===== config.mk =====
export PLATFORM = sky130hd
export DESIGN_NAME = abc_trace_top
export DESIGN_NICKNAME = d
export VERILOG_FILES = /design/src/abc_isa_pkg.sv /design/src/trace_rec_pkg.sv /design/src/abc_trace_top.sv /design/src/drop_counter.sv /design/src/insn_decoder.sv /design/src/trace_capture.sv /design/src/trace_ctrl.sv /design/src/trace_fifo.sv
export VERILOG_INCLUDE_DIRS = /design/src /design/src/include
export SDC_FILE = /design/constraint.sdc
export NUM_CORES = 1
export LEC_CHECK = 0
export ABC_CLOCK_PERIOD_IN_PS = 8500
export BUFFER_PORTS_ARGS = -buffer_cell sky130_fd_sc_hd__buf_4
export CAP_MARGIN = 30
export CORE_ASPECT_RATIO = 0.9
export CORE_MARGIN = 2
export CORE_UTILIZATION = 40
export CTS_CLUSTER_DIAMETER = 80
export DETAILED_ROUTE_END_ITERATION = 16
export GPL_ROUTABILITY_DRIVEN = 0
export MAX_ROUTING_LAYER = met4
export PLACE_DENSITY = 0.54
export SLEW_MARGIN = 10
export SYNTH_ARGS = -nofsm -noshare
export SYNTH_HDL_FRONTEND = slang
export SYNTH_HIERARCHICAL = 1
export SYNTH_SLANG_ARGS = --single-unit

===== constraint.sdc =====
create_clock -name PCLKD -period 8.5 [get_ports PCLKD]
set_input_delay 0.85 -clock PCLKD [delete_from_list [all_inputs] [get_ports PCLKD]]
set_output_delay 0.85 -clock PCLKD [all_outputs]
set_load 0.005 [all_outputs]

===== src/include/abc_trace_defs.svh =====
`ifndef ABC_TRACE_DEFS_SVH
`define ABC_TRACE_DEFS_SVH

// Observed core widths
`define ABC_DWIDTH 8
`define ABC_AWIDTH 8
`define ABC_ICWIDTH 8
`define ABC_SPWIDTH 8

// Record FIFO
`define TRACE_FIFO_DEPTH 8
`define TRACE_FIFO_AW 3

// Drop count saturates here
`define DROP_MAX 255

`endif


===== src/abc_isa_pkg.sv =====
`default_nettype none

`include "abc_trace_defs.svh"

package abc_isa_pkg;

    // Top level instruction classes, sub-command meaning depends on class
    typedef enum logic [2:0] {
        CLS_ALU  = 3'd0,
        CLS_TEST = 3'd1,
        CLS_APB  = 3'd2,
        CLS_MISC = 3'd3,
        CLS_JUMP = 3'd4,
        CLS_CALL = 3'd5,
        CLS_RET  = 3'd6,
        CLS_NOP  = 3'd7
    } insn_class_e;

    // When the operand of an instruction becomes visible
    typedef enum logic [1:0] {
        PH_EXEC,
        PH_APBRD,
        PH_MEMRD
    } phase_e;

    typedef struct packed {
        logic [`ABC_ICWIDTH-1:0] pc;
        insn_class_e             cls;
        logic [2:0]              scmd;
        logic                    muxc;
        logic [`ABC_AWIDTH-1:0]  addr;
        logic [`ABC_DWIDTH-1:0]  data;
        logic [`ABC_DWIDTH-1:0]  ramdout;
        logic [`ABC_DWIDTH-1:0]  prdata;
        logic [`ABC_DWIDTH-1:0]  acc_new;
        logic [`ABC_SPWIDTH-1:0] sp;
        logic                    flags;
        logic                    isr;
        logic                    debug1;
        logic                    debug2;
    } probe_s;

endpackage

`default_nettype wire


===== src/trace_rec_pkg.sv =====
`default_nettype none

`include "abc_trace_defs.svh"

package trace_rec_pkg;
    import abc_isa_pkg::*;

    typedef enum logic [1:0] {REC_INSN, REC_ISR, REC_OVERFLOW} rec_kind_e;

    typedef enum logic [1:0] {EDGE_NONE, EDGE_ENTER, EDGE_EXIT} isr_edge_e;

    // One trace record, operand holds the drop count for overflow markers
    typedef struct packed {
        rec_kind_e               kind;
        isr_edge_e               isr_edge;
        logic [`ABC_ICWIDTH-1:0] pc;
        insn_class_e             cls;
        logic [2:0]              scmd;
        logic                    muxc;
        logic [`ABC_DWIDTH-1:0]  operand;
        logic [`ABC_DWIDTH-1:0]  result;
        logic [`ABC_SPWIDTH-1:0] sp;
        logic                    taken;
    } trace_rec_s;

    typedef enum logic [1:0] {ST_OFF, ST_RUN, ST_DROP, ST_MARK} ctrl_state_e;

endpackage

`default_nettype wire


===== src/abc_trace_top.sv =====
`default_nettype none

`include "abc_trace_defs.svh"

module abc_trace_top
    import abc_isa_pkg::*;
    import trace_rec_pkg::*;
(
    input  wire         PCLKD,
    input  wire         rst,
    input  wire         trace_en,
    input  wire probe_s probe,
    input  wire         trace_ready,
    output logic        trace_valid,
    output trace_rec_s  trace
);

    trace_rec_s             cand;
    logic                   cand_valid;
    logic                   push;
    trace_rec_s             push_rec;
    logic                   full;
    logic                   inc;
    logic                   clr;
    logic [`ABC_DWIDTH-1:0] count;

    trace_capture capture_i (
        .PCLKD      (PCLKD),
        .rst        (rst),
        .probe      (probe),
        .cand       (cand),
        .cand_valid (cand_valid)
    );

    trace_ctrl ctrl_i (
        .PCLKD      (PCLKD),
        .rst        (rst),
        .trace_en   (trace_en),
        .cand       (cand),
        .cand_valid (cand_valid),
        .full       (full),
        .count      (count),
        .push       (push),
        .push_rec   (push_rec),
        .inc        (inc),
        .clr        (clr)
    );

    drop_counter drop_i (
        .PCLKD (PCLKD),
        .rst   (rst),
        .inc   (inc),
        .clr   (clr),
        .count (count)
    );

    trace_fifo fifo_i (
        .PCLKD       (PCLKD),
        .rst         (rst),
        .push        (push),
        .push_rec    (push_rec),
        .full        (full),
        .trace_ready (trace_ready),
        .trace_valid (trace_valid),
        .trace       (trace)
    );

endmodule

`default_nettype wire


===== src/drop_counter.sv =====
`default_nettype none

`include "abc_trace_defs.svh"

module drop_counter (
    input  wire                     PCLKD,
    input  wire                     rst,
    input  wire                     inc,
    input  wire                     clr,
    output logic [`ABC_DWIDTH-1:0]  count
);

    localparam logic [`ABC_DWIDTH-1:0] SAT = `DROP_MAX;

    always_ff @(posedge PCLKD)
    begin
        if (rst || clr)
        begin
            count <= '0;
        end
        else if (inc && count != SAT)
        begin
            count <= count + 1'b1;
        end
    end

endmodule

`default_nettype wire


===== src/insn_decoder.sv =====
`default_nettype none

`include "abc_trace_defs.svh"

module insn_decoder
    import abc_isa_pkg::*;
(
    input  wire probe_s              probe,
    output phase_e                   phase,
    output logic [`ABC_DWIDTH-1:0]   operand
);

    always_comb
    begin
        phase = PH_EXEC;
        case (probe.cls)
            CLS_ALU, CLS_TEST:
            begin
                // Slot bit 0 selects a memory operand
                if (probe.muxc)
                begin
                    phase = PH_MEMRD;
                end
            end
            CLS_APB:
            begin
                // APBREAD and APBREADZ
                if (probe.scmd == 3'd3 || probe.scmd == 3'd7)
                begin
                    phase = PH_APBRD;
                end
            end
            CLS_MISC:
            begin
                // RAMREAD and POP
                if (probe.scmd == 3'd3 || probe.scmd == 3'd5)
                begin
                    phase = PH_MEMRD;
                end
            end
            default:
            begin
                phase = PH_EXEC;
            end
        endcase
    end

    always_comb
    begin
        case (phase)
            PH_APBRD:
            begin
                operand = probe.prdata;
            end
            PH_MEMRD:
            begin
                // MISC reads land in the accumulator
                operand = (probe.cls == CLS_MISC) ? probe.acc_new : probe.ramdout;
            end
            default:
            begin
                operand = probe.data;
            end
        endcase
    end

endmodule

`default_nettype wire


===== src/trace_capture.sv =====
`default_nettype none

`include "abc_trace_defs.svh"

module trace_capture
    import abc_isa_pkg::*;
    import trace_rec_pkg::*;
(
    input  wire         PCLKD,
    input  wire         rst,
    input  wire probe_s probe,
    output trace_rec_s  cand,
    output logic        cand_valid
);

    phase_e                 phase;
    logic [`ABC_DWIDTH-1:0] operand;
    logic                   dbg1_q;
    logic                   isr_q;
    logic                   traced;
    isr_edge_e              isr_edge;
    trace_rec_s             rec;

    insn_decoder decoder_i (
        .probe   (probe),
        .phase   (phase),
        .operand (operand)
    );

    // Memory reads complete one cycle after the debug1 strobe
    assign traced = (phase == PH_EXEC  && probe.debug1) ||
                    (phase == PH_MEMRD && dbg1_q) ||
                    (phase == PH_APBRD && probe.debug2);

    always_comb
    begin
        if (probe.isr && !isr_q)
        begin
            isr_edge = EDGE_ENTER;
        end
        else if (!probe.isr && isr_q)
        begin
            isr_edge = EDGE_EXIT;
        end
        else
        begin
            isr_edge = EDGE_NONE;
        end
    end

    always_comb
    begin
        rec = '0;
        rec.isr_edge = isr_edge;
        rec.pc = probe.pc;
        rec.sp = probe.sp;
        if (traced)
        begin
            rec.kind = REC_INSN;
            rec.cls = probe.cls;
            rec.scmd = probe.scmd;
            rec.muxc = probe.muxc;
            rec.operand = operand;
            rec.result = probe.acc_new;
            rec.taken = (probe.cls inside {CLS_JUMP, CLS_CALL, CLS_RET}) && probe.flags;
        end
        else
        begin
            // Bare interrupt edge
            rec.kind = REC_ISR;
        end
    end

    always_ff @(posedge PCLKD)
    begin
        if (rst)
        begin
            dbg1_q <= 1'b0;
            isr_q <= 1'b0;
            cand_valid <= 1'b0;
        end
        else
        begin
            dbg1_q <= probe.debug1;
            isr_q <= probe.isr;
            cand_valid <= traced || (isr_edge != EDGE_NONE);
        end
    end

    always_ff @(posedge PCLKD)
    begin
        cand <= rec;
    end

    // Class seen by the decoder is always a known value out of reset
    cls_known_a: assert property (@(posedge PCLKD) disable iff (rst)
        !$isunknown(probe.cls));

endmodule

`default_nettype wire


===== src/trace_ctrl.sv =====
`default_nettype none

`include "abc_trace_defs.svh"

module trace_ctrl
    import trace_rec_pkg::*;
(
    input  wire                     PCLKD,
    input  wire                     rst,
    input  wire                     trace_en,
    input  wire trace_rec_s         cand,
    input  wire                     cand_valid,
    input  wire                     full,
    input  wire [`ABC_DWIDTH-1:0]   count,
    output logic                    push,
    output trace_rec_s              push_rec,
    output logic                    inc,
    output logic                    clr
);

    localparam logic [`ABC_DWIDTH:0] SAT = `DROP_MAX;

    ctrl_state_e            state;
    ctrl_state_e            state_nx;
    logic [`ABC_DWIDTH:0]   mark_sum;
    trace_rec_s             mark_rec;

    // Marker also accounts for a candidate arriving in the marker cycle
    assign mark_sum = {1'b0, count} + {{`ABC_DWIDTH{1'b0}}, cand_valid};

    always_comb
    begin
        mark_rec = '0;
        mark_rec.kind = REC_OVERFLOW;
        mark_rec.operand = (mark_sum > SAT) ? SAT[`ABC_DWIDTH-1:0] : mark_sum[`ABC_DWIDTH-1:0];
    end

    always_comb
    begin
        state_nx = state;
        push = 1'b0;
        push_rec = cand;
        inc = 1'b0;
        clr = 1'b0;
        case (state)
            ST_OFF:
            begin
                // Pending drops are discarded
                clr = 1'b1;
                if (trace_en)
                begin
                    state_nx = ST_RUN;
                end
            end
            ST_RUN:
            begin
                if (!trace_en)
                begin
                    state_nx = ST_OFF;
                end
                else if (cand_valid && full)
                begin
                    inc = 1'b1;
                    state_nx = ST_DROP;
                end
                else
                begin
                    push = cand_valid;
                end
            end
            ST_DROP:
            begin
                if (!trace_en)
                begin
                    state_nx = ST_OFF;
                end
                else
                begin
                    inc = cand_valid;
                    if (!full)
                    begin
                        state_nx = ST_MARK;
                    end
                end
            end
            default:
            begin
                if (!trace_en)
                begin
                    state_nx = ST_OFF;
                end
                else
                begin
                    push = 1'b1;
                    push_rec = mark_rec;
                    clr = 1'b1;
                    state_nx = ST_RUN;
                end
            end
        endcase
    end

    always_ff @(posedge PCLKD)
    begin
        if (rst)
        begin
            state <= ST_OFF;
        end
        else
        begin
            state <= state_nx;
        end
    end

    // FIFO never sees a write while it reports full
    push_not_full_a: assert property (@(posedge PCLKD) disable iff (rst)
        push |-> !full);

endmodule

`default_nettype wire


===== src/trace_fifo.sv =====
`default_nettype none

`include "abc_trace_defs.svh"

module trace_fifo
    import trace_rec_pkg::*;
(
    input  wire             PCLKD,
    input  wire             rst,
    input  wire             push,
    input  wire trace_rec_s push_rec,
    output logic            full,
    input  wire             trace_ready,
    output logic            trace_valid,
    output trace_rec_s      trace
);

    localparam int DEPTH = `TRACE_FIFO_DEPTH;

    trace_rec_s                 mem [DEPTH];
    logic [`TRACE_FIFO_AW-1:0]  wr_ptr;
    logic [`TRACE_FIFO_AW-1:0]  rd_ptr;
    logic [`TRACE_FIFO_AW:0]    occ;
    logic                       wr_en;
    logic                       rd_en;

    // Full is from registered occupancy, a same cycle pop does not help
    assign full = (occ == DEPTH[`TRACE_FIFO_AW:0]);
    assign trace_valid = (occ != '0);
    assign trace = mem[rd_ptr];

    assign wr_en = push && !full;
    assign rd_en = trace_valid && trace_ready;

    always_ff @(posedge PCLKD)
    begin
        if (rst)
        begin
            wr_ptr <= '0;
            rd_ptr <= '0;
            occ <= '0;
        end
        else
        begin
            if (wr_en)
            begin
                wr_ptr <= (wr_ptr == DEPTH - 1) ? '0 : wr_ptr + 1'b1;
            end
            if (rd_en)
            begin
                rd_ptr <= (rd_ptr == DEPTH - 1) ? '0 : rd_ptr + 1'b1;
            end
            occ <= occ + {{`TRACE_FIFO_AW{1'b0}}, wr_en} - {{`TRACE_FIFO_AW{1'b0}}, rd_en};
        end
    end

    always_ff @(posedge PCLKD)
    begin
        if (wr_en)
        begin
            mem[wr_ptr] <= push_rec;
        end
    end

    trace_hold_a: assert property (@(posedge PCLKD) disable iff (rst)
        trace_valid && !trace_ready |=> trace_valid && $stable(trace));

endmodule

`default_nettype wire


# [Word level (Yosys, flattened, before mapping)]
# Memories as Yosys holds them, arrays and structs flattened. A register that Yosys moved wholly into a read port is not among the register bits.
# Index checks and enable logic that the tools add are counted.
[totals] input_bits=71 n_memories=1 mem_bits_ro=0 latch_bits=0 register_bits=66 mem_bits_rw=352 elab_cells=110
[mem_list] name="fifo_i.mem" depth=8 word_bits=44 read_ports=1 rd_ports_with_merged_regs=1 wr=1 line_no="trace_fifo.sv:20" source="trace_rec_s mem [DEPTH];"
[classes] n_eq_ne=20 div_mod_pow=0 n_shift=0 reduce_logical=30 bitwise_logic=0 muxes=34 n_lt_le_gt_ge=1 n_mul=0 addsub=6
[op_table] cell="$mux 44" n=2
[op_table] cell="$eq 3x3->1 const B" n=7
[op_table] cell="$mux 2" n=9
[op_table] cell="$mux 8" n=2
[op_table] cell="$pmux 8 s2" n=1
[op_table] cell="$mux 3" n=4
[op_table] cell="$pmux 2 s3" n=2
[op_table] cell="$mux 1" n=11
[op_table] cell="$logic_and 1x1->1" n=10
[op_table] cell="$add 8x1->9" n=1
[op_table] cell="$eq 3x2->1 const B" n=3
[op_table] cell="$gt 9x8->1 const B" n=1
[op_table] cell="$add 8x1->8 const B" n=1
[op_table] cell="$ne 8x8->1 const B" n=1
[op_table] cell="$add 3x1->3 const B" n=2
[op_table] cell="$logic_or 1x1->1" n=6
[op_table] cell="$pmux 1 s2" n=3
[op_table] cell="$reduce_or 2->1" n=3
[op_table] cell="$add 4x1->4" n=1
[op_table] cell="$eq 2x1->1 const B" n=2
[op_table] cell="$eq 2x2->1 const B" n=2
[op_table] cell="$eq 4x4->1 const B" n=1
[op_table] cell="$logic_not 2->1" n=2
[op_table] cell="$reduce_bool 4->1" n=1
[op_table] cell="11 further kinds" n=13

# [Depth between registers and ports, before layout]
# Gate-level depths: netlist of run 1.
[depth] word_depth=9 mapped_depth=14 depth_no_buf=14

# [Modules after synthesis]
# Netlist of run 1, hierarchy kept.
[modules_own_cells] module="trace_fifo" instances=1 seq_area_each_um2=10830.4 area_per_inst_um2=13950.9 cells_per_inst=588
[modules_own_cells] module="trace_capture" instances=1 seq_area_each_um2=920.9 area_per_inst_um2=1196.1 cells_per_inst=86
[modules_own_cells] module="trace_ctrl" instances=1 seq_area_each_um2=40.0 area_per_inst_um2=755.7 cells_per_inst=109
[modules_own_cells] module="insn_decoder" instances=1 seq_area_each_um2=0.0 area_per_inst_um2=481.7 cells_per_inst=59
[modules_own_cells] module="drop_counter" instances=1 seq_area_each_um2=160.2 area_per_inst_um2=421.7 cells_per_inst=48

# [Worst setup path after synthesis of run 1]
# No wires, ideal clock.
[synth_timing] kind="register to register" startpoint="register fifo_i.occ[2]" endpoint="memory fifo_i/mem[0][0] (netlist bit), enable pin" path_stages_with_launch=9 setup_ns=0.555 arrival_ns=5.526 n_path_buf=0 synth_period_minus_slack_ns=6.080 setup_slack_ns=2.420 cell_sequence="dfxtp_1 inv_1 ha_1 or3b_2 inv_1 and3b_1 o21a_1 nand2_1 nor4_1"
[synth_via] elab_chain_cells=8 elab_cells_between_ends=9 classes_between="eq/ne: 1; mux: 5; reduce/logical: 3"
[synth_rtl] element="start, declared" line_no="trace_fifo.sv:23" source="logic [`TRACE_FIFO_AW:0] occ;"
[synth_rtl] element="start signal, assigned" line_no="trace_fifo.sv:53" source="occ <= occ + {{`TRACE_FIFO_AW{1'b0}}, wr_en} - {{`TRACE_FIFO_AW{1'b0}}, rd_en};"
[synth_rtl] element="$eq 4x4->1" line_no="trace_fifo.sv:28" source="assign full = (occ == DEPTH[`TRACE_FIFO_AW:0]);"
[synth_rtl] element="via full" line_no="abc_trace_top.sv:22" source="logic full;"
[synth_rtl] element="$logic_and 1x1->1" line_no="trace_ctrl.sv:61" source="else if (cand_valid && full)"
[synth_rtl] element="$mux 1" line_no="trace_ctrl.sv:61"
[synth_rtl] element="$mux 1" line_no="trace_ctrl.sv:57" source="if (!trace_en)"
[synth_rtl] element="$pmux 1 s2" line_no="trace_ctrl.sv:45" source="case (state)"
[synth_rtl] element="via push" line_no="abc_trace_top.sv:20" source="logic push;"
[synth_rtl] element="$logic_and 1x1->1" line_no="trace_fifo.sv:32" source="assign wr_en = push && !full;"
[synth_rtl] element="$mux 1" line_no="trace_fifo.sv:59" source="if (wr_en)"
[synth_rtl] element="$mux 1 (not written as such)" line_no="trace_fifo.sv:61" source="mem[wr_ptr] <= push_rec;"
[synth_rtl] element="end, declared" line_no="trace_fifo.sv:20"
# The timed path passes the listed nets, and every way through them passes these cells.

==> impl_metrics.yaml, run 1 <==
outcome:
  status: "finished clean"
detailed_routing:
  postRouteAntennaNets: 0
  drt-total-wl_microns: 35720
  drt-vias-per-instance: 5.196
  vias: 8344
  first_iter_violations: 556
  wl_per_cell_microns: 22.24
  drcViolationCount: 0
  dr.pass1.iters: 4
setup_path:
  crit_path_max_fanout: 35
  cp_data_arrival_time_ps: 3700
  cp.required_ps: 7650
  reg2regPathDepth: 9
  criticalPathCategory: "flop to output pin"
  r2r_start: "fifo_i/occ[2]"
  cp-end-kind: "output pin"
  r2r-end: "fifo_i/mem[7][28]"
  startpoint_type: "flop"
  ff2ff_setup_slack_ps: 5160
sta:
  min_period_over_period: 0.5350
  hold_violations: 0
  slew_headroom: 0.3792
  fin_skew_ps: 21.62
  setup_viol: 0
  worst_pin_slew_ps: 923.3
  layout_min_cycle_time_ps: 4547
  max_freq_mhz: 219.9
  finalSetupTns_ps: 0
  drv_slew: 0
  rsz0062_at_grt: "false"
global_route:
  grt_pass1_vias: 8568
  grt_overflow: 0
  grt_pass1_wl_microns: 53330
  track_usage: 0.1725
  antenna_found_initial: 0
  grt_start_max_net_pins: 45
floorplan:
  die_area_sq_mm: 0.04367
  start_util: 0.4034
  ioPinCount: 116
  rows: 71
  coreArea_sq_mm: 0.04166
  dieHeight_microns: 198.5
  die_w_microns: 220.1
place:
  hpwl_microns: 20100
  place_inst: 1520
  numPortBuffers: 107
cells_and_area:
  finalNonFillerCells: 1606
  drive_above_1_share: 0.3522
  nFillCells: 3505
  synthToLayoutAreaGrowth_pct: 17.43
  antennaDiodeCount: 0
  fin_nets: 1115
cts:
  clock-root-buffer: "clkbuf_16"
  clockBufferDepth: 3
  cts_setup_buffers: 0
  cts_tree: "built"
  cts.sinks: 421
  cts.repair.resized: 0
  hold_buffers: 0
  cts_buffers: 45
  clock_latency_ps: 570
  cts_htree_levels: 2
  path_clk_slew_ps: 60
yosys:
  yosysTopAreaCellShare: 0.6289
  async_flop_share: 0
  synth_common_cells: "edfxtp_1 (352), mux4_2 (88), dfxtp_1 (69), and2_1 (57), mux2_2 (35)"
  postSynthAreaPerCell_sq_um: 18.88
  ys_seq_area_frac: 0.7111
  yosysTopAreaCell: "edfxtp_1"
  synthCells: 890
  synth_seq_cells: 421
  ys.flop_type: "edfxtp_1"
  synth_nets: 983
  synthTopCellsByArea: "edfxtp_1 (63%), mux4_2 (12%), dfxtp_1 (8.2%)"
  synth_warnings: 6
  synth_area_sq_mm: 0.01681
  synth_edf_count: 352
  synthDistinctLibCells: 70
  yosysMostFrequentCell: "edfxtp_1"
power:
  power.share.clock: 0.388
  switchingPower_mw: 1.149
  ir_drop_uv: 142.8
  swShare: 0.2320
  combPwrFrac: 0.142
  intPower_mw: 3.803
  seqPwrFrac: 0.470
  powerDensity_mw_per_mm2: 250.9
  leakage_nw: 6.638
hold_path:
  hold_end: "capture_i/cand[8]"
  hold_depth: 1
  hp-class: "input pin to flop"
  min_from: "probe[11]"
run:
  maxCapViolCount: 0
-- sequential cells by signal, indices dropped and copies added, names as in the netlist, named ones only --
name                  count
capture_i/cand           43
capture_i/cand_valid      1
capture_i/dbg1_q          1
capture_i/isr_q           1
ctrl_i/state              2
drop_i/count              8
fifo_i/mem              352
fifo_i/occ                4
fifo_i/rd_ptr             3
fifo_i/wr_ptr             3
-- stage by stage --
stage	worst slack [ps]	hold slack, ps	area [sq um]	utilization	total power [mW]
after floorplan	2420	460.8	16810	-	2.831
after global placement	4414	477.9	18210	0.4370	3.085
after detailed placement	4382	480.8	18240	0.4377	3.090
after CTS	3758	340.1	19710	0.4730	5.026
after global routing	3615	351.4	19740	0.4737	5.162
final	3953	378.4	19740	0.4737	4.952
-- layout make-up --
class	count	area (sq um)	area share
clock buffers	69	1308	0.06625
well taps	547	684.4	0.03468
clock inverters	15	162.7	0.008242
inverters	24	90.09	0.004565
repair buffers	127	988.4	0.05009
multi-input cells	403	4542	0.2301
flip-flops and latches	421	11960	0.6060
-- layout by cell type (no fill, tap or decap), drive strengths merged, types with 3 or more instances in the layout --
| cell type | Yosys | layout |
|---|---|---|
| a21boi | 4 | 4 |
| a21oi | 24 | 24 |
| a221oi | 16 | 16 |
| a31oi | 4 | 4 |
| and2 | 61 | 61 |
| and3 | 4 | 4 |
| and3b | 5 | 5 |
| and4 | 4 | 4 |
| buf | 27 | 127 |
| clkbuf | 15 | 69 |
| clkinv | 0 | 11 |
| dfxtp | 69 | 69 |
| edfxtp | 352 | 352 |
| ha | 21 | 21 |
| inv | 24 | 26 |
| mux2 | 44 | 44 |
| mux2i | 8 | 8 |
| mux4 | 88 | 88 |
| nand2 | 22 | 22 |
| nand2b | 12 | 12 |
| nand3 | 10 | 10 |
| nand4 | 4 | 4 |
| nor2 | 19 | 19 |
| nor3 | 5 | 5 |
| o21ai | 8 | 8 |
| or3 | 3 | 3 |
| xor2 | 3 | 3 |
-- worst max-delay path, cell delays in order, from the launching register on --
cell	delay [ps]
dfxtp_4	660
buf_4	640
buf_4	710
mux4_2	580
mux2_2	320
buf_4	150
-- per-layer routing --
layer | vias up | wire [microns] | GRT usage
met1 | 4306 | 16380 | 0.2414
met4 | 0 | 653 | 0.04822
met5 | - | 0 | -
met3 | 46 | 2000 | 0.03287
met2 | 182 | 16680 | 0.2594
li1 | 3810 | - | -
-- power groups by stage --
stage,combinational [mW],clock [mW],sequential (mW)
after floorplan,0.481,0,2.35
after detailed placement,0.718,0,2.37
after CTS,0.721,1.98,2.33
after global routing,0.771,2.05,2.34
after global placement,0.713,0,2.37
final,0.701,1.92,2.33
-- worst max-delay path by stage --
stage | startpoint | to | slack [ps] | cells after the start
final | flop | trace[23] | 3950 | 5
after global routing | flop | trace[23] | 3610 | 5
after CTS | flop | trace[16] | 3760 | 5
after detailed placement | flop | trace[16] | 4380 | 5
after global placement | flop | trace[23] | 4410 | 5
after floorplan | fifo_i/occ[2] | fifo_i/mem[0][0] | 2420 | 8
-- logic make-up after synthesis --
logic type | synth area share
adder cells (fa/ha/maj) | 0.01683
XOR/XNOR | 0.002606
multiplexers | 0.1542
flip-flops | 0.7111
buffers and inverters | 0.02166
AND/OR/NAND/NOR | 0.05770
other | 0.0002231
AO/OA/AOI/OAI | 0.03566
No activity file was read; power rests on OpenSTA's default activity.
==> inputs of run 2 (changes only) <==
--- a/config.mk
+++ b/config.mk
@@ -6,7 +6,7 @@
 export SDC_FILE = /design/constraint.sdc
 export NUM_CORES = 1
 export LEC_CHECK = 0
-export ABC_CLOCK_PERIOD_IN_PS = 8500
+export ABC_CLOCK_PERIOD_IN_PS = 4200
 export BUFFER_PORTS_ARGS = -buffer_cell sky130_fd_sc_hd__buf_4
 export CAP_MARGIN = 30
 export CORE_ASPECT_RATIO = 0.9
==> constraint.sdc (replaced) <==
create_clock -name PCLKD -period 4.2 [get_ports PCLKD]
set_input_delay 0.42 -clock PCLKD [delete_from_list [all_inputs] [get_ports PCLKD]]
set_output_delay 0.42 -clock PCLKD [all_outputs]
set_load 0.005 [all_outputs]
==> run 2 against run 1 <==
Routed wire length fell by 0.47%. Power rose by 100%. Sequential power rose by 100%. Core utilization rose by 0.45 points. Count of clock-buffer cells in the layout fell by 7. Clock power rose by 98%. Register-to-register slack got worse by 4200 ps. Clock skew barely moved. Cell area rose by 0.95%. Worst setup slack got worse by 3000 ps. First-iteration DRC count rose by 6.1%. Combinational power rose by 100%.
==> impl_metrics.yaml, run 2 (same netlist as run 1, synthesis figures left out) <==
sta:
  fin_skew_ps: 21.59
  worst_pin_slew_ps: 902.6
  rsz0062_at_grt: "false"
  max_freq_mhz: 312.1
  slew_headroom: 0.3931
  min_period_over_period: 0.7629
  finalWorstSetupSlack_ps: 995.8
  layout_min_cycle_time_ps: 3204
  hold_violations: 0
  drv_slew: 0
  setup_viol: 0
place:
  post-place-ws_ps: 1019
  numPortBuffers: 107
  hpwl_microns: 20390
floorplan:
  start_util: 0.4034
  dieHeight_microns: 198.5
  rows: 71
  coreArea_sq_mm: 0.04166
  die_area_sq_mm: 0.04367
  die_w_microns: 220.1
  ioPinCount: 116
cts:
  cts_tree: "built"
  cts.repair.resized: 0
  clock_latency_ps: 570
  cts_htree_levels: 2
  cts_setup_buffers: 0
  cts.sinks: 421
  clockBufferDepth: 3
  path_clk_slew_ps: 60
  clock-root-buffer: "clkbuf_16"
  cts_buffers: 44
global_route:
  grt_overflow: 0
  met2_usage: 0.2710
  antenna_found_initial: 0
  grt_start_max_net_pins: 48
  grt_busiest_layer: "met2"
  grtUsageMet3: 0.02508
  grt_pass1_vias: 8688
  track_usage: 0.1730
  grt_use_met1: 0.2325
  grt_pass1_wl_microns: 53900
detailed_routing:
  postRouteAntennaNets: 0
  dr.pass1.iters: 4
  wl_per_cell_microns: 21.90
  drt-vias-per-instance: 5.146
  drt-total-wl_microns: 35550
  first_iter_violations: 590
  drcViolationCount: 0
  vias: 8352
power:
  leakage_nw: 6.696
  report.power.total_mw: 9.989
  ir_drop_uv: 288.4
  powerDensity_mw_per_mm2: 501.4
setup_path:
  path_cells: "inv_1 > ha_1 > or3b_2 > inv_1 > and3b_1 > o21a_1 > nand2_1 > ha_1 > inv_1 > ha_1 > inv_1 > fa_1 > xor2_1 > nor2_1"
  cp_data_arrival_time_ps: 3650
  crit_path_max_fanout: 8
  cp-end-kind: "flop"
  startpoint_type: "flop"
  criticalPathCategory: "flop to flop"
  max_stage_delay_ps: 500
  ff2ff_setup_slack_ps: 1000
  worstSetupStartpoint: "fifo_i/occ[2]"
  crit_slowest_cell: "or3b_2"
  crit_top_cell: "inv_1"
  cp.required_ps: 4650
  r2r_start: "fifo_i/occ[2]"
run:
  maxCapViolCount: 0
cells_and_area:
  nFillCells: 3500
  antennaDiodeCount: 0
  largest_register_ffs: 352
  fin_nets: 1133
  reg_top3: "fifo_i/mem (352), capture_i/cand (43), drop_i/count (8)"
  final_cell_mix: "edfxtp_1 (352), buf_4 (123), mux4_2 (88), dfxtp_1 (66), and2_1 (57)"
  synthToLayoutAreaGrowth_pct: 18.55
  final_common_cell: "edfxtp_1"
  drive_above_1_share: 0.3448
  seq_area_sq_mm: 0.01196
  multi_input_area_sq_mm: 0.004554
  largest-register: "fifo_i/mem"
hold_path:
  min_from: "probe[19]"
  hp-class: "input pin to flop"
outcome:
  status: "finished clean"
## run 2: worst paths after layout
path,to,cells after the start
min reg2reg,capture_i/cand[41],1
max,fifo_i/occ[2],14
min,capture_i/cand[16],2
max reg2reg,fifo_i/occ[2],14
## run 2: routing by layer
metal	vias up	share of wire
li1	3841	-
met1	4285	0.45
met2	157	0.48
met3	69	0.036
met4	0	0.029
met5	-	0
## run 2: area by class of cell
| type | count | share of cell area |
|---|---|---|
| Multi-Input combinational cell | 403 | 0.2286 |
| Clock inverter | 20 | 0.009860 |
| Sequential cell | 421 | 0.6003 |
| Tap cell | 547 | 0.03435 |
| Clock buffer | 62 | 0.06117 |
| Timing Repair Buffer | 146 | 0.06117 |
| Inverter | 24 | 0.004522 |
## run 2: report_power, final
part | internal [mW] | leakage [nW] | switching (mW)
registers | 4.64 | 3.77 | 0.114
clock network | 2.22 | 0.695 | 1.60
logic | 0.802 | 2.23 | 0.621
total | 7.66 | 6.70 | 2.33
## run 2: worst max-delay path, delay by kind of cell (launching register included)
| family | cells | cell delay (ps) |
|---|---|---|
| adder cells (fa/ha/maj) | 4 | 990 |
| buffers and inverters | 4 | 410 |
| XOR/XNOR | 1 | 150 |
| flip-flops | 1 | 290 |
| AND/OR/NAND/NOR | 4 | 1020 |
| AO/OA/AOI/OAI | 1 | 220 |
## run 2: metrics by stage
step | std cells | instance area [sq um] | hold slack, ps | util | setup TNS [ps]
2_1_floorplan | 890 | 16820 | 447.7 | - | -95580
3_3_place_gp | 1524 | 18330 | 477.9 | 0.4400 | 0
3_5_place_dp | 1524 | 18330 | 482.2 | 0.4400 | 0
4_1_cts | 1622 | 19910 | 46.43 | 0.4778 | 0
5_1_grt | 1623 | 19920 | 66.56 | 0.4782 | 0
6_report | 1623 | 19920 | 78.24 | 0.4782 | 0
## run 2: what timing repair did
action | in CTS | in global routing
endpoints found under the setup margin | 0 | 0
hold endpoints to repair | 16 | 0
hold buffers | 16 | 0
==> inputs of run 3 (changes only) <==
--- a/config.mk
+++ b/config.mk
@@ -6,7 +6,8 @@
 export SDC_FILE = /design/constraint.sdc
 export NUM_CORES = 1
 export LEC_CHECK = 0
-export ABC_CLOCK_PERIOD_IN_PS = 4200
+export ABC_AREA = 1
+export ABC_CLOCK_PERIOD_IN_PS = 2800
 export BUFFER_PORTS_ARGS = -buffer_cell sky130_fd_sc_hd__buf_4
 export CAP_MARGIN = 30
 export CORE_ASPECT_RATIO = 0.9
@@ -16,7 +17,7 @@
 export DETAILED_ROUTE_END_ITERATION = 16
 export GPL_ROUTABILITY_DRIVEN = 0
 export MAX_ROUTING_LAYER = met4
-export PLACE_DENSITY = 0.54
+export PLACE_DENSITY = 0.55
 export SLEW_MARGIN = 10
 export SYNTH_ARGS = -nofsm -noshare
 export SYNTH_HDL_FRONTEND = slang
==> constraint.sdc (replaced) <==
create_clock -name PCLKD -period 2.8 [get_ports PCLKD]
set_input_delay 0.28 -clock PCLKD [delete_from_list [all_inputs] [get_ports PCLKD]]
set_output_delay 0.28 -clock PCLKD [all_outputs]
set_load 0.005 [all_outputs]
==> run 3 against run 2 <==
Die area rose by 13%. Critical path depth fell by 7. Hold slack got worse by 52 ps. Core utilization fell by 0.28 points. Clock skew fell by 2.5 ps. Via count rose by 55%. Largest power group unchanged. Routed wire length rose by 21%. Combinational power rose to 3.4 times the previous value. Register-to-register slack got worse by 600 ps. Critical endpoint is now trace[30]. Global-route usage rose by 1.2 points. Area after synthesis rose by 13%. First-iteration DRC count rose by 37%.
==> impl_metrics.yaml, run 3 <==
global_route:
  grt_pass1_vias: 12659
  grt_overflow: 0
  antenna_found_initial: 1
  track_usage: 0.1846
  grt_pass1_wl_microns: 68140
  grt_start_max_net_pins: 177
sta:
  max_freq_mhz: 390.4
  fin_hold_ws_ps: 26.58
  worst_pin_slew_ps: 886.6
  setup_viol: 0
  hold_violations: 0
  slew_headroom: 0.4089
  rsz0062_at_grt: "false"
  min_period_over_period: 0.9147
  fin_skew_ps: 19.07
  layout_min_cycle_time_ps: 2561
  finalSetupTns_ps: 0
  drv_slew: 0
cts:
  cts_buffers: 44
  cts_htree_levels: 2
  path_clk_slew_ps: 60
  clock_latency_ps: 560
  hold_buffers: 30
  cts.repair.resized: 0
  cts_tree: "built"
  clock-root-buffer: "clkbuf_16"
  cts_setup_buffers: 0
  cts.sinks: 421
  clockBufferDepth: 3
yosys:
  synthDistinctLibCells: 42
  synth_seq_cells: 421
  yosysTopAreaCellShare: 0.5551
  synthCells: 2046
  yosysTopAreaCell: "edfxtp_1"
  ys.flop_type: "edfxtp_1"
  synth_top_family_by_area: "simple AND/OR/NAND/NOR gates"
  synthTopCellsByArea: "edfxtp_1 (56%), nand2_1 (13%), inv_1 (9.2%)"
  synth_area_sq_mm: 0.01904
  ys_seq_area_frac: 0.6276
  synth_compound_area_frac: 0.01242
  synth_common_cells: "nand2_1 (642), inv_1 (465), edfxtp_1 (352), nand3_1 (201), nor2_1 (121)"
  yosysMostFrequentCell: "nand2_1"
  synth_nets: 2139
  synthAdderAreaFrac: 0.01485
  synth_warnings: 6
  async_flop_share: 0
  synthMuxAreaShare: 0
  synth_edf_count: 352
  postSynthAreaPerCell_sq_um: 9.307
  synth_xor_area_frac: 0.001840
  yosys.area_share.simple: 0.2206
cells_and_area:
  largest-register: "fifo_i/mem"
  synthToLayoutAreaGrowth_pct: 16.91
  fin_nets: 2268
  nFillCells: 4354
  largest_register_ffs: 352
  drive_above_1_share: 0.1118
  seq_area_sq_mm: 0.01196
  final_cell_mix: "nand2_1 (642), inv_1 (464), edfxtp_1 (352), nand3_1 (201), nor2_1 (121)"
  multi_input_area_sq_mm: 0.004863
  reg_top3: "fifo_i/mem (352), capture_i/cand (43), drop_i/count (8)"
  final_common_cell: "nand2_1"
  antennaDiodeCount: 0
detailed_routing:
  vias: 12909
  drcViolationCount: 0
  wl_per_cell_microns: 15.29
  dr.pass1.iters: 5
  postRouteAntennaNets: 0
  drt-vias-per-instance: 4.570
  drt-total-wl_microns: 43190
  first_iter_violations: 809
floorplan:
  ioPinCount: 116
  die_area_sq_mm: 0.04937
  die_w_microns: 234.0
  dieHeight_microns: 211.0
  coreArea_sq_mm: 0.04683
  start_util: 0.4067
  rows: 75
power:
  seqPwrFrac: 0.407
  ir_drop_uv: 424.5
  combPwrFrac: 0.273
  switchingPower_mw: 5.589
  intPower_mw: 12.28
  leakage_nw: 10.37
  swShare: 0.3128
  powerDensity_mw_per_mm2: 802.6
  power.share.clock: 0.321
outcome:
  status: "finished clean"
hold_path:
  hold_depth: 2
  hp-class: "input pin to flop"
  min_from: "rst"
setup_path:
  ff2ff_setup_slack_ps: 400
  crit_slowest_cell: "buf_12"
  cp.required_ps: 2520
  startpoint_type: "flop"
  crit_cells: 7
  crit_top_cell: "nand2_1"
  cp_data_arrival_time_ps: 2280
  path_cells: "buf_12 > nand2_1 > nand3_1 > nand2_1 > nand2_1 > nand2_1 > buf_4"
  crit_family: "buffers and inverters"
  cp-end-kind: "output pin"
  r2r_start: "ctrl_i/state[1]"
  criticalPathCategory: "flop to output pin"
  max_stage_delay_ps: 610
  reg2regPathDepth: 12
  crit_buf_inv: 2
  crit_path_max_fanout: 176
place:
  hpwl_microns: 23670
  numPortBuffers: 107
run:
  maxCapViolCount: 0
[run 3: cell count changes after synthesis, moves of 9 or more]
| cell | delta |
|---|---|
| mux2_4 | -9 |
| mux4_2 | -88 |
| mux2_2 | -35 |
| buf_6 | +12 |
| buf_4 | +18 |
| and2_1 | -57 |
| a221oi_2 | -16 |
| nand3_1 | +192 |
| inv_1 | +442 |
| buf_1 | +9 |
| nand2_1 | +620 |
| nor2_1 | +102 |
| nand2b_1 | -12 |
[run 3: worst paths after layout]
kind,end
max,trace[30]
min reg2reg,flop
max reg2reg,fifo_i/occ[2]
min,capture_i/cand_valid
[run 3: routing by layer]
layer	track usage	wire length [microns]	vias to the layer above
met5	-	0	-
met4	0.04081	745	0
met3	0.02956	1836	59
met2	0.3013	20340	230
met1	0.2432	20270	6073
li1	-	-	6547
[run 3: cell type report]
cell class / count / share of cell area
Clock buffer: 67 / 0.05632
Timing Repair Buffer: 162 / 0.06587
Tap cell: 616 / 0.03462
Inverter: 474 / 0.08049
Clock inverter: 13 / 0.006969
Multi-Input combinational cell: 1072 / 0.2185
Sequential cell: 421 / 0.5373
[run 3: per-stage QoR]
| stage | power (mW) | util | std cells | instance area (sq um) | setup WS (ps) |
|---|---|---|---|---|---|
| floorplan | 10.49 | - | 2046 | 19150 | 26.13 |
| global placement | 12.24 | 0.4389 | 2715 | 20550 | 409.3 |
| detailed placement | 12.34 | 0.4389 | 2715 | 20550 | 399.0 |
| CTS | 18.12 | 0.4754 | 2825 | 22260 | 201.5 |
| global route | 18.90 | 0.4754 | 2825 | 22260 | 47.69 |
| finish | 17.87 | 0.4754 | 2825 | 22260 | 238.8 |
[run 3: cells by family (layout without fill, tap and decap cells)]
family          Yosys count  count (layout)
simple gates           1005            1005
buf+inv                 553             716
flops                   421             421
compound gates           40              40
fa+ha+maj                22              22
xor+xnor                  4               4
other cells               1               1
[run 3: power by group through the flow]
stage | sequential, mW | combinational, mW | clock [mW]
global route | 7.29 | 5.52 | 6.08
detailed placement | 7.40 | 4.94 | 0
CTS | 7.27 | 4.99 | 5.87
finish | 7.27 | 4.87 | 5.73
global placement | 7.39 | 4.84 | 0
floorplan | 7.33 | 3.16 | 0
[run 3: worst register-to-register path, delay by kind of cell, from the launching register on]
kind / cells / cell delay, ps
buffers and inverters: 3 / 220
DFF: 1 / 350
xor gates and xnor gates: 1 / 150
and+or+nand+nor: 3 / 250
adders and majority gates: 4 / 1040
AOI/OAI and AO/OA: 1 / 280
